**config.mk**
```make
export PLATFORM = sky130hd
export DESIGN_NAME = pcie_queue_top
export DESIGN_NICKNAME = d
export VERILOG_FILES = /design/src/source/pcie_queue_pkg.sv /design/src/source/qt_port_if.sv /design/src/source/queue_table.sv /design/src/source/host_reg_port.sv /design/src/source/active_queue_ctrl.sv /design/src/source/pcie_queue_top.sv
export VERILOG_INCLUDE_DIRS = /design/src /design/src/source
export SDC_FILE = /design/constraint.sdc
export NUM_CORES = 2
export LEC_CHECK = 0
export ABC_AREA = 1
export BUFFER_PORTS_ARGS = -buffer_cell sky130_fd_sc_hd__buf_2
export CAP_MARGIN = 20
export CORE_ASPECT_RATIO = 0.6
export CORE_UTILIZATION = 45
export DETAILED_ROUTE_END_ITERATION = 8
export PLACE_DENSITY = 0.7
export RECOVER_POWER = 50
export SLEW_MARGIN = 20
export SYNTH_ARGS = -nofsm -noshare
export SYNTH_HDL_FRONTEND = slang
export SYNTH_SLANG_ARGS = --single-unit
```
**constraint.sdc**
```tcl
create_clock -name pcie_clk -period 8.8 [get_ports pcie_clk]
set_input_delay 1.76 -clock pcie_clk [delete_from_list [all_inputs] [get_ports pcie_clk]]
set_output_delay 1.76 -clock pcie_clk [all_outputs]
set_load 0.01 [all_outputs]
```
**src/source/pcie_queue_defines.svh**
```systemverilog
`ifndef PCIE_QUEUE_DEFINES_SVH
`define PCIE_QUEUE_DEFINES_SVH

// queue index width, one table entry per application
`define QQ_APP_IDX_WIDTH 2
`define QQ_TABLE_DEPTH   (1 << `QQ_APP_IDX_WIDTH)

// BAR byte address, page index starts at bit 12
`define QQ_ADDR_WIDTH    16

// one entry is four 32-bit fields: tail, head, kmem_lo, kmem_hi
`define QQ_FIELD_WIDTH   32
`define QQ_FIELDS        4

// BAR data word holds exactly one entry
`define QQ_WORD_WIDTH    128
`define QQ_BE_WIDTH      16

`endif

```
**src/source/pcie_queue_pkg.sv**
```systemverilog
`default_nettype none

`include "pcie_queue_defines.svh"

package pcie_queue_pkg;

    // one queue table entry, seen either as raw dwords or as named fields
    // tail sits in dword 0, so it is the last member of the struct
    typedef union packed {
        logic [`QQ_FIELDS-1:0][`QQ_FIELD_WIDTH-1:0] dwords;
        struct packed {
            logic [`QQ_FIELD_WIDTH-1:0] kmem_hi;
            logic [`QQ_FIELD_WIDTH-1:0] kmem_lo;
            logic [`QQ_FIELD_WIDTH-1:0] head;
            logic [`QQ_FIELD_WIDTH-1:0] tail;
        } fields;
    } qq_entry_t;

endpackage

`default_nettype wire

```
**src/source/qt_port_if.sv**
```systemverilog
`default_nettype none

`include "pcie_queue_defines.svh"

// one port of the queue table
interface qt_port_if;

    logic [`QQ_APP_IDX_WIDTH-1:0] addr;
    logic                         rd_en;
    // one bit per field, written at the edge that samples it
    logic [`QQ_FIELDS-1:0]        wr_mask;
    pcie_queue_pkg::qq_entry_t    wr_data;
    // valid on the second edge after the edge that samples rd_en
    pcie_queue_pkg::qq_entry_t    rd_data;

    modport memory (
        input  addr, rd_en, wr_mask, wr_data,
        output rd_data
    );

    modport user (
        output addr, rd_en, wr_mask, wr_data,
        input  rd_data
    );

endinterface

`default_nettype wire

```
**src/source/queue_table.sv**
```systemverilog
`default_nettype none

`include "pcie_queue_defines.svh"

module queue_table
    import pcie_queue_pkg::*;
(
    input  wire          pcie_clk,
    qt_port_if.memory    port_a,
    qt_port_if.memory    port_b
);

    localparam int DEPTH = `QQ_TABLE_DEPTH;

    qq_entry_t mem [DEPTH];

    // first read stage of each port
    qq_entry_t rd_a_q;
    qq_entry_t rd_b_q;

    always_ff @(posedge pcie_clk) begin
        // per-field write enables on both ports
        for (int f = 0; f < `QQ_FIELDS; f++) begin
            if (port_a.wr_mask[f]) begin
                mem[port_a.addr].dwords[f] <= port_a.wr_data.dwords[f];
            end
            if (port_b.wr_mask[f]) begin
                mem[port_b.addr].dwords[f] <= port_b.wr_data.dwords[f];
            end
        end

        // reads return the contents from before a same-edge write
        if (port_a.rd_en) begin
            rd_a_q <= mem[port_a.addr];
        end
        if (port_b.rd_en) begin
            rd_b_q <= mem[port_b.addr];
        end

        port_a.rd_data <= rd_a_q;
        port_b.rd_data <= rd_b_q;
    end

    // the controller and the host must never collide on one field
    a_no_field_collision: assert property (
        @(posedge pcie_clk)
        !((port_a.addr == port_b.addr) && (|(port_a.wr_mask & port_b.wr_mask)))
    ) else $error("both table ports write the same field of entry %0d", port_a.addr);

endmodule

`default_nettype wire

```
**src/source/host_reg_port.sv**
```systemverilog
`default_nettype none

`include "pcie_queue_defines.svh"

module host_reg_port
    import pcie_queue_pkg::*;
(
    input  wire                           pcie_clk,
    input  wire                           pcie_reset_n,

    input  wire  [`QQ_ADDR_WIDTH-1:0]     pcie_address,
    input  wire                           pcie_write,
    input  wire                           pcie_read,
    input  wire  [`QQ_WORD_WIDTH-1:0]     pcie_writedata,
    input  wire  [`QQ_BE_WIDTH-1:0]       pcie_byteenable,
    output logic [`QQ_WORD_WIDTH-1:0]     pcie_readdata,
    output logic                          pcie_readdatavalid,

    qt_port_if.user                       tbl,

    output logic                          upd_valid,
    output logic [`QQ_APP_IDX_WIDTH-1:0]  upd_queue,
    output qq_entry_t                     upd_entry,
    output logic [`QQ_FIELDS-1:0]         upd_mask
);

    localparam int PAGE_LSB        = 12;
    localparam int BYTES_PER_FIELD = `QQ_BE_WIDTH / `QQ_FIELDS;

    logic [`QQ_APP_IDX_WIDTH-1:0] page_idx;
    logic [`QQ_FIELDS-1:0]        field_mask;

    // read waiting for a cycle without a write
    logic                         rd_pend;
    logic [`QQ_APP_IDX_WIDTH-1:0] rd_queue;
    logic                         rd_issue;
    // follows the table read delay
    logic [1:0]                   rd_pipe;

    assign page_idx = pcie_address[PAGE_LSB +: `QQ_APP_IDX_WIDTH];

    // a field lands only when all of its byte enables are set
    always_comb begin
        for (int f = 0; f < `QQ_FIELDS; f++) begin
            field_mask[f] = &pcie_byteenable[f*BYTES_PER_FIELD +: BYTES_PER_FIELD];
        end
    end

    // writes win the port, reads go out in the first free cycle
    assign rd_issue = !pcie_write && (pcie_read || rd_pend);

    always_comb begin
        tbl.addr    = (rd_pend && !pcie_write) ? rd_queue : page_idx;
        tbl.rd_en   = rd_issue;
        tbl.wr_mask = pcie_write ? field_mask : '0;
        tbl.wr_data = pcie_writedata;
    end

    // every accepted write also goes to the active-queue controller
    assign upd_valid = pcie_write;
    assign upd_queue = page_idx;
    assign upd_entry = pcie_writedata;
    assign upd_mask  = field_mask;

    always_ff @(posedge pcie_clk) begin
        if (!pcie_reset_n) begin
            rd_pend            <= 1'b0;
            rd_pipe            <= '0;
            pcie_readdatavalid <= 1'b0;
        end else begin
            rd_pend            <= pcie_write && (rd_pend || pcie_read);
            rd_pipe            <= {rd_pipe[0], rd_issue};
            pcie_readdatavalid <= rd_pipe[1];
        end
    end

    always_ff @(posedge pcie_clk) begin
        if (pcie_read) begin
            rd_queue <= page_idx;
        end
        if (rd_pipe[1]) begin
            pcie_readdata <= tbl.rd_data;
        end
    end

    // the host keeps at most one read in flight
    a_one_read_outstanding: assert property (
        @(posedge pcie_clk) disable iff (!pcie_reset_n)
        pcie_read |-> !(rd_pend || (|rd_pipe))
    ) else $error("host read issued while a previous read is outstanding");

endmodule

`default_nettype wire

```
**src/source/active_queue_ctrl.sv**
```systemverilog
`default_nettype none

`include "pcie_queue_defines.svh"

module active_queue_ctrl
    import pcie_queue_pkg::*;
(
    input  wire                           pcie_clk,
    input  wire                           pcie_reset_n,

    qt_port_if.user                       tbl,

    input  wire                           upd_valid,
    input  wire  [`QQ_APP_IDX_WIDTH-1:0]  upd_queue,
    input  wire  qq_entry_t               upd_entry,
    input  wire  [`QQ_FIELDS-1:0]         upd_mask,

    input  wire                           dma_start,
    input  wire  [`QQ_APP_IDX_WIDTH-1:0]  dma_queue,
    input  wire                           dma_done,
    input  wire  [`QQ_FIELD_WIDTH-1:0]    new_tail,

    output logic                          queue_ready,
    output logic [`QQ_FIELD_WIDTH-1:0]    f2c_tail,
    output logic [`QQ_FIELD_WIDTH-1:0]    f2c_head,
    output logic [2*`QQ_FIELD_WIDTH-1:0]  f2c_kmem_addr
);

    typedef enum logic [2:0] {idle, wait_dma, delay_1, delay_2, switch} state_t;

    state_t                       state;
    logic [`QQ_APP_IDX_WIDTH-1:0] queue_id;
    logic                         queue_inv;
    logic [`QQ_APP_IDX_WIDTH-1:0] load_queue;
    qq_entry_t                    live;
    // host writes to the incoming queue that the table read may have missed
    qq_entry_t                    patch;
    logic [`QQ_FIELDS-1:0]        patch_mask;

    logic                         queue_hit;
    logic                         start_load;
    logic                         done_write;
    logic                         upd_live;
    logic                         upd_load;

    assign queue_hit  = !queue_inv && (queue_id == dma_queue);
    assign start_load = (state == idle) && dma_start && !queue_hit;
    assign done_write = (state == wait_dma) && dma_done;
    // on the switch edge the incoming queue already counts as active
    assign upd_live   = upd_valid && ((state == switch) ? (upd_queue == load_queue) :
                                      (!queue_inv && (upd_queue == queue_id)));
    assign upd_load   = upd_valid &&
                        (upd_queue == ((state == idle) ? dma_queue : load_queue));

    // port_a reads the entry on a switch and writes back the tail on dma_done
    always_comb begin
        tbl.addr       = start_load ? dma_queue : queue_id;
        tbl.rd_en      = start_load;
        tbl.wr_mask    = '0;
        tbl.wr_mask[0] = done_write;
        tbl.wr_data    = '0;
        tbl.wr_data.fields.tail = new_tail;
    end

    assign f2c_tail      = live.fields.tail;
    assign f2c_head      = live.fields.head;
    assign f2c_kmem_addr = {live.fields.kmem_hi, live.fields.kmem_lo};

    always_ff @(posedge pcie_clk) begin
        if (!pcie_reset_n) begin
            state       <= idle;
            queue_id    <= '0;
            queue_inv   <= 1'b1;
            load_queue  <= '0;
            patch_mask  <= '0;
            queue_ready <= 1'b0;
            live        <= '0;
        end else begin
            queue_ready <= 1'b0;

            case (state)
                idle: begin
                    if (dma_start && queue_hit) begin
                        queue_ready <= 1'b1;
                        state       <= wait_dma;
                    end else if (start_load) begin
                        load_queue <= dma_queue;
                        patch_mask <= '0;
                        state      <= delay_1;
                    end
                end
                wait_dma: begin
                    if (dma_done) begin
                        live.fields.tail <= new_tail;
                        state            <= idle;
                    end
                end
                delay_1: state <= delay_2;
                delay_2: state <= switch;
                switch: begin
                    for (int f = 0; f < `QQ_FIELDS; f++) begin
                        live.dwords[f] <= patch_mask[f] ? patch.dwords[f] :
                                                          tbl.rd_data.dwords[f];
                    end
                    queue_id    <= load_queue;
                    queue_inv   <= 1'b0;
                    queue_ready <= 1'b1;
                    state       <= wait_dma;
                end
                default: state <= idle;
            endcase

            // host writes to the active queue go straight to the live copy
            if (upd_live) begin
                for (int f = 0; f < `QQ_FIELDS; f++) begin
                    if (upd_mask[f]) begin
                        live.dwords[f] <= upd_entry.dwords[f];
                    end
                end
            end

            // a new load starts from an empty patch
            if (upd_load) begin
                patch_mask <= (start_load ? '0 : patch_mask) | upd_mask;
            end
        end
    end

    always_ff @(posedge pcie_clk) begin
        if (upd_load) begin
            for (int f = 0; f < `QQ_FIELDS; f++) begin
                if (upd_mask[f]) begin
                    patch.dwords[f] <= upd_entry.dwords[f];
                end
            end
        end
    end

    // dma_done only answers a queue_ready
    a_done_after_ready: assert property (
        @(posedge pcie_clk) disable iff (!pcie_reset_n)
        dma_done |-> (state == wait_dma)
    ) else $error("dma_done received outside wait_dma, state %s", state.name());

endmodule

`default_nettype wire

```
**src/source/pcie_queue_top.sv**
```systemverilog
`default_nettype none

`include "pcie_queue_defines.svh"

module pcie_queue_top
    import pcie_queue_pkg::*;
(
    input  wire                           pcie_clk,
    input  wire                           pcie_reset_n,

    // BAR port
    input  wire  [`QQ_ADDR_WIDTH-1:0]     pcie_address,
    input  wire                           pcie_write,
    input  wire                           pcie_read,
    input  wire  [`QQ_WORD_WIDTH-1:0]     pcie_writedata,
    input  wire  [`QQ_BE_WIDTH-1:0]       pcie_byteenable,
    output logic [`QQ_WORD_WIDTH-1:0]     pcie_readdata,
    output logic                          pcie_readdatavalid,

    // DMA engine
    input  wire                           dma_start,
    input  wire  [`QQ_APP_IDX_WIDTH-1:0]  dma_queue,
    input  wire                           dma_done,
    input  wire  [`QQ_FIELD_WIDTH-1:0]    new_tail,
    output logic                          queue_ready,
    output logic [`QQ_FIELD_WIDTH-1:0]    f2c_tail,
    output logic [`QQ_FIELD_WIDTH-1:0]    f2c_head,
    output logic [2*`QQ_FIELD_WIDTH-1:0]  f2c_kmem_addr
);

    // host writes forwarded to the controller
    logic                         upd_valid;
    logic [`QQ_APP_IDX_WIDTH-1:0] upd_queue;
    qq_entry_t                    upd_entry;
    logic [`QQ_FIELDS-1:0]        upd_mask;

    qt_port_if port_a ();
    qt_port_if port_b ();

    queue_table u_queue_table (
        .pcie_clk (pcie_clk),
        .port_a   (port_a),
        .port_b   (port_b)
    );

    host_reg_port u_host_reg_port (
        .pcie_clk           (pcie_clk),
        .pcie_reset_n       (pcie_reset_n),
        .pcie_address       (pcie_address),
        .pcie_write         (pcie_write),
        .pcie_read          (pcie_read),
        .pcie_writedata     (pcie_writedata),
        .pcie_byteenable    (pcie_byteenable),
        .pcie_readdata      (pcie_readdata),
        .pcie_readdatavalid (pcie_readdatavalid),
        .tbl                (port_b),
        .upd_valid          (upd_valid),
        .upd_queue          (upd_queue),
        .upd_entry          (upd_entry),
        .upd_mask           (upd_mask)
    );

    active_queue_ctrl u_active_queue_ctrl (
        .pcie_clk      (pcie_clk),
        .pcie_reset_n  (pcie_reset_n),
        .tbl           (port_a),
        .upd_valid     (upd_valid),
        .upd_queue     (upd_queue),
        .upd_entry     (upd_entry),
        .upd_mask      (upd_mask),
        .dma_start     (dma_start),
        .dma_queue     (dma_queue),
        .dma_done      (dma_done),
        .new_tail      (new_tail),
        .queue_ready   (queue_ready),
        .f2c_tail      (f2c_tail),
        .f2c_head      (f2c_head),
        .f2c_kmem_addr (f2c_kmem_addr)
    );

endmodule

`default_nettype wire

```
# Word level (Yosys, flattened, before mapping)
# Memory sizes are Yosys's and may differ from the RTL's. A register that Yosys moved wholly into a read port is not among the register bits.
# Index checks and enable logic that the tools add are counted.
[word_totals]
ram_bits = 512
output_inout_bits = 258
wordCells = 97
register_bits = 659
in_bits = 200
mem_count = 1
[classes]
n_mux = 37
n_eq_ne = 11
reduce_logical = 28
bitwise = 2
[mem_list]
columns = ["name", "words", "word_bits", "rd", "rd_clocked_by_memory_dff", "write_ports", "line", "text"]
rows = [
  ["u_queue_table.mem", 4, 128, 2, 2, 2, "queue_table.sv:15", "qq_entry_t mem [DEPTH];"],
]
[op_table]
columns = ["operator", "n"]
rows = [
  ["two-way mux 32 bit", 9],
  ["two-way mux 128 bit", 1],
  ["two-way mux 96 bit", 1],
  ["case mux 32 bit (2 select lines)", 1],
  ["two-way mux 4 bit", 5],
  ["AND reduction 5 bit", 4],
  ["AND reduction 4 bit", 4],
  ["case mux 3 bit (5 select lines)", 1],
  ["two-way mux 1 bit", 12],
  ["logical AND 1 bit", 11],
  ["two-way mux 3 bit", 3],
  ["== test 2 bit", 4],
  ["== test 3 x 2 -> 1 bit (second input constant)", 2],
  ["two-way mux 2 bit", 3],
  ["bitwise OR 4 bit", 1],
  ["AND reduction 2 bit", 2],
  ["== test 3 x 1 -> 1 bit (second input constant)", 1],
  ["== test 3 bit (second input constant)", 1],
  ["logical NOT 1 bit", 3],
  ["logical NOT 3 bit", 1],
  ["inequality test 3 x 2 -> 1 bit (second input constant)", 1],
  ["AND reduction 3 bit", 1],
  ["inequality test 2 x 1 -> 1 bit (second input constant)", 1],
  ["inequality test 2 bit (second input constant)", 1],
  ["4 further kinds", 4],
]

# Logic depth before layout (Yosys ltp)
[depth]
ltp_word = 8
ltp_mapped = 13
depth_no_buf = 10

# Cells and area by module
# A second synthesis with hierarchy kept.
[hier_totals]
cells_unflattened = 7984
area_unflattened_um2 = 66600.1
[by_module_without_submodules]
columns = ["module", "area_each_um2", "cells_per_inst", "n_inst", "seq_area_each_um2"]
rows = [
  ["queue_table", 45003.2, 5233, 1, 28187.0],
  ["active_queue_ctrl", 15504.9, 2323, 1, 6666.4],
  ["host_reg_port", 6092.1, 428, 1, 3983.8],
]

# Worst setup path after synthesis
# Ideal clock, no wire load.
[synth_path]
path_type = "input -> register"
start = "input pcie_write"
end = "register u_queue_table.rd_b_q[0] (netlist name) (read register of u_queue_table.mem) (enable)"
path_slack_ns = 0.923
required_ns = 8.183
t_arrival_ns = 7.260
setup_time_ns = 0.617
path_stages = 2
path_buffers = 1
cell_sequence = "buf_2 > nor2_1"
[synth_between]
elab_cells_between_ends = 4
cone_classes = "mux (1); reduce/logical (3)"
[synth_lines]
columns = ["item", "line", "text"]
rows = [
  ["start, declared", "pcie_queue_top.sv:13", "input wire pcie_write,"],
  ["logical NOT 1 bit", "host_reg_port.sv:50", "assign rd_issue = !pcie_write && (pcie_read || rd_pend);"],
  ["logical AND 1 bit", "host_reg_port.sv:50", ""],
  ["via port_b.rd_en", "qt_port_if.sv:9", "logic rd_en;"],
  ["end, declared", "queue_table.sv:19", "qq_entry_t rd_b_q;"],
]
# The timed path passes the listed nets, and every way through them passes these cells.
# A chain may end at the register's enable or synchronous reset.

# Final worst setup path
[layout_path]
start = "register u_active_queue_ctrl.state[0]"
end = "register u_active_queue_ctrl.live[22] (netlist name)"
[layout_between]
elab_chain_len = 4
elab_cells_between_ends = 7
cone_classes = "eq/ne (2); mux (4); reduce/logical (1)"
[layout_lines]
columns = ["item", "line", "text"]
rows = [
  ["start, declared", "active_queue_ctrl.sv:31", "state_t state;"],
  ["start signal, assigned", "active_queue_ctrl.sv:71", "state <= idle;"],
  ["start signal, assigned", "active_queue_ctrl.sv:85", "state <= wait_dma;"],
  ["start signal, assigned", "active_queue_ctrl.sv:89", "state <= delay_1;"],
  ["== test 3 bit / == test 3 x 1 -> 1 bit (equally long branches)", "active_queue_ctrl.sv:50, active_queue_ctrl.sv:81", ""],
  ["case mux 32 bit (2 select lines) / two-way mux 1 bit (equally long branches)", "active_queue_ctrl.sv:81, active_queue_ctrl.sv:50", ""],
  ["two-way mux 32 bit / logical AND 1 bit (equally long branches)", "active_queue_ctrl.sv:116, active_queue_ctrl.sv:50", ""],
  ["two-way mux 128 bit (*)", "active_queue_ctrl.sv:114", "if (upd_live) begin"],
  ["end, declared", "active_queue_ctrl.sv:35", "qq_entry_t live;"],
]
# Every way passes the cells marked *; elsewhere a longest branch is shown, timed or not.

==> impl_metrics.env <==
export IMPL_use_met1_pct=37.6
export IMPL_critical_path_buf_inv_count=2
export IMPL_core_um2=124000
export IMPL_antenna_found_initial=30
export IMPL_timing_slew_headroom_pct=-220
export IMPL_cts_root_buf="clkbuf_16"
export IMPL_crit_top_cell="nand2_1"
export IMPL_cp_slowest_cell="clkbuf_1"
export IMPL_p_comb_share_pct=10.9
export IMPL_wl_mm=174
export IMPL_worst_pin_slew_ns=4.80
export IMPL_top_usage_layer="met2"
export IMPL_insertion_delay_ns=0.76
export IMPL_clockPowerShare_pct=38.6
export IMPL_htree_levels=4
export IMPL_hpwl_mm=100
export IMPL_grt_use_met3_pct=5.64
export IMPL_crit_fanout=105
export IMPL_synth_simple_gate_area_share_pct=22.0
export IMPL_initial_core_util_pct=45.5
export IMPL_cpLargestDelayFamily="buffers and inverters"
export IMPL_drc=0
export IMPL_wl_per_cell_um=22.7
export IMPL_cts_buffer_depth=3
export IMPL_die_h_um=277
export IMPL_ys_warn_count=0
export IMPL_row_count=100
export IMPL_synthesis_area_um2=56700
export IMPL_final_setup_tns_ns=0
export IMPL_synth_xor_area_share_pct=0.0154
export IMPL_design_area_um2=64300
export IMPL_slowest_delay_ns=3.38
export IMPL_portBuffers=443
export IMPL_drt_iter0_markers=5457
export IMPL_first_global_vias=41070
export IMPL_ir_worst_vdd_uv=185
export IMPL_switching_share_pct=25.6
export IMPL_die_w_um=460
export IMPL_crit_path_start_kind="flop"
export IMPL_grt_overflow_total=0
export IMPL_cts_post_setup_buffers_inserted=0
export IMPL_finalSetupViolations=0
export IMPL_synth_cells=5586
export IMPL_status="finished with violations"
export IMPL_violations="capacitance limit, slew limit"
export IMPL_critPathKind="flop to flop"
export IMPL_powerDensity_nw_per_um2=241
export IMPL_crit_required_ns=9.40
export IMPL_area_growth_pct=13.5
export IMPL_cp_arrival_ns=7.43
export IMPL_grt_max_degree=151
export IMPL_die_area_um2=127000
export IMPL_min_path_type="flop to flop"
export IMPL_synth_compound_area_share_pct=5.27
export IMPL_max_freq_mhz=147
export IMPL_antenna_left=0
export IMPL_cts_buffers=135
export IMPL_yosysSeqAreaShare_pct=68.5
export IMPL_synth_mux_area_share_pct=0
export IMPL_num_nets_final=6079
export IMPL_cts_tree="yes"
export IMPL_totalPowerFinal_mw=15.5
export IMPL_synth_top_family_by_area="simple AND/OR/NAND/NOR gates"
export IMPL_min_period_over_period_pct=77.5
export IMPL_first_pass_iters=6
export IMPL_min_period_ns=6.82
export IMPL_utilization_pct=51.7
export IMPL_clk_pin_slew_ns=0.07
export IMPL_dp_cells=7423
export IMPL_io_pins=458
export IMPL_cap_violations=11
export IMPL_layout_cells_non_filler=7694
export IMPL_crit_chain="nor2_4 > nand2_4 > clkbuf_1 > nand2_1 > nand3_1 > nand2_1 > nor2_4 > buf_12 > nand2_1 > a21oi_1"
export IMPL_syn_num_nets=5786
export IMPL_routed_via_density=5.61
export IMPL_yosys_area_share_adder_pct=0
export IMPL_worst_setup_path_end_kind="flop"
export IMPL_synth_seq_cells=1427
export IMPL_rrSetupSlack_ns=1.98
export IMPL_grt_use_met2_pct=40.1
export IMPL_postCtsHoldBufs=0
export IMPL_via_count=43195
export IMPL_rsz0062_at_grt="false"
export IMPL_hold_viol_final=0
export IMPL_grtUsageTotal_pct=27.0
export IMPL_preCtsSetupSlack_ns=2.97
export IMPL_holdWs_ns=0.325
export IMPL_grt_pass1_wl_mm=258
export IMPL_drive_gt1_share_pct=6.84
export IMPL_leakage_nw=25.2
export IMPL_skew_ns=0.0261
export IMPL_synth_avg_cell_area_um2=10.2
export IMPL_synth_cell_type_count=27
export IMPL_place_area_um2=60200
export IMPL_place_congestion=0.863
export IMPL_p_sw_mw=3.97
export IMPL_drv_slew=519
export IMPL_p_seq_share_pct=50.5
export IMPL_cts_resized=0
export IMPL_p_int_mw=11.5
export IMPL_worst_slack_ns=1.98
export IMPL_clock_sinks=1427
-- layer usage --
layer  vias to the layer above  part of all wire, %  wire, um
met5                         -                0.037        64
met4                        10                  4.2      7390
met3                       437                   12     20700
met2                      2823                   44     76500
met1                     20475                   40     69600
li1                      19450                    -         -
-- worst reg2reg max path: cells and delay by family (launching register included) --
| kind | cells | cell delay, ns |
|---|---|---|
| compound gates | 1 | 0.14 |
| buf+inv | 2 | 3.97 |
| simple gates | 7 | 2.15 |
| flops | 1 | 0.41 |
-- worst paths after layout --
path / startpoint / to / cells past startpoint
max: u_active_queue_ctrl.state[0]$_SDFFE_PN0P_ / u_active_queue_ctrl.live[22]$_SDFF_PN0_ / 10
min: u_queue_table.rd_a_q[89]$_DFFE_PP_ / u_queue_table.port_a.rd_data[89]$_DFF_P_ / 0
max reg2reg: u_active_queue_ctrl.state[0]$_SDFFE_PN0P_ / u_active_queue_ctrl.live[22]$_SDFF_PN0_ / 10
min reg2reg: u_queue_table.rd_a_q[89]$_DFFE_PP_ / u_queue_table.port_a.rd_data[89]$_DFF_P_ / 0
-- power by group through the flow --
stage	registers, mW	clock network (mW)	logic, mW
floorplan	7.96	0	1.04
global placement	7.95	0	1.63
detailed placement	7.97	0	1.67
CTS	7.83	6.07	1.68
global route	7.86	6.34	1.85
finish	7.83	5.99	1.69
-- registers in the layout (all words and copies together) (netlist names), 2 cells and up --
register,flops
u_active_queue_ctrl.load_queue,2
u_queue_table.port_a.rd_data,128
u_host_reg_port.rd_queue,2
u_queue_table.rd_b_q,128
u_active_queue_ctrl.patch_mask,4
u_active_queue_ctrl.patch,128
u_host_reg_port.pcie_readdata,128
u_active_queue_ctrl.live,128
u_queue_table.mem,512
u_active_queue_ctrl.queue_id,2
u_queue_table.rd_a_q,128
u_active_queue_ctrl.state,3
u_host_reg_port.rd_pipe,2
u_queue_table.port_b.rd_data,128
-- synthesized netlist by cell type --
library cell | count | share of area (%)
inv_1 | 190 | 1.3
nand3_1 | 724 | 6.4
buf_4 | 11 | 0.15
buf_6 | 3 | 0.060
nor3_1 | 3 | 0.026
o21ai_1 | 23 | 0.20
nor2_4 | 1 | 0.020
xnor2_1 | 1 | 0.015
nand4_1 | 5 | 0.055
nor4_1 | 1 | 0.011
nor2_1 | 27 | 0.18
edfxtp_1 | 1026 | 54
nor2_2 | 1 | 0.011
nand3_2 | 1 | 0.018
buf_2 | 192 | 1.7
o21a_1 | 1 | 0.013
o21ai_0 | 239 | 2.1
buf_1 | 29 | 0.19
o21ai_4 | 1 | 0.029
clkbuf_1 | 128 | 0.85
a21oi_1 | 138 | 1.2
nand2_2 | 2 | 0.022
a22oi_1 | 128 | 1.7
nand2_1 | 2300 | 15
dfxtp_1 | 401 | 14
clkinv_1 | 5 | 0.033
inv_2 | 5 | 0.033
-- layout by cell type (no fill, tap or decap), drive strengths merged --
master       n
a21oi      138
a22oi      128
buf        151
bufinv      12
clkbuf     548
clkinv      51
clkinvlp     6
dfxtp      401
diode       20
edfxtp    1026
inv        200
nand2     2302
nand3      725
nand4        5
nor2        29
nor3         3
nor4         1
o21a         1
o21ai      263
xnor2        1
-- logic make-up (layout without fill, tap and decap cells) --
kind of cell    count (synthesis)  after routing
compound gates                530            530
xor+xnor                        1              1
buf+inv                       563            968
flops                        1427           1427
other cells                     0             20
simple gates                 3065           3065
-- cell type report --
class,instances,area (um^2)
flip-flops and latches,1427,38800
multi-input cells,3596,15700
repair buffers,519,2380
clock buffers,180,3820
well taps,1683,2110
diodes,20,50.0
fillers,10949,60200
clock inverters,69,716
inverters,200,762
(Power assumes the default switching activity.)
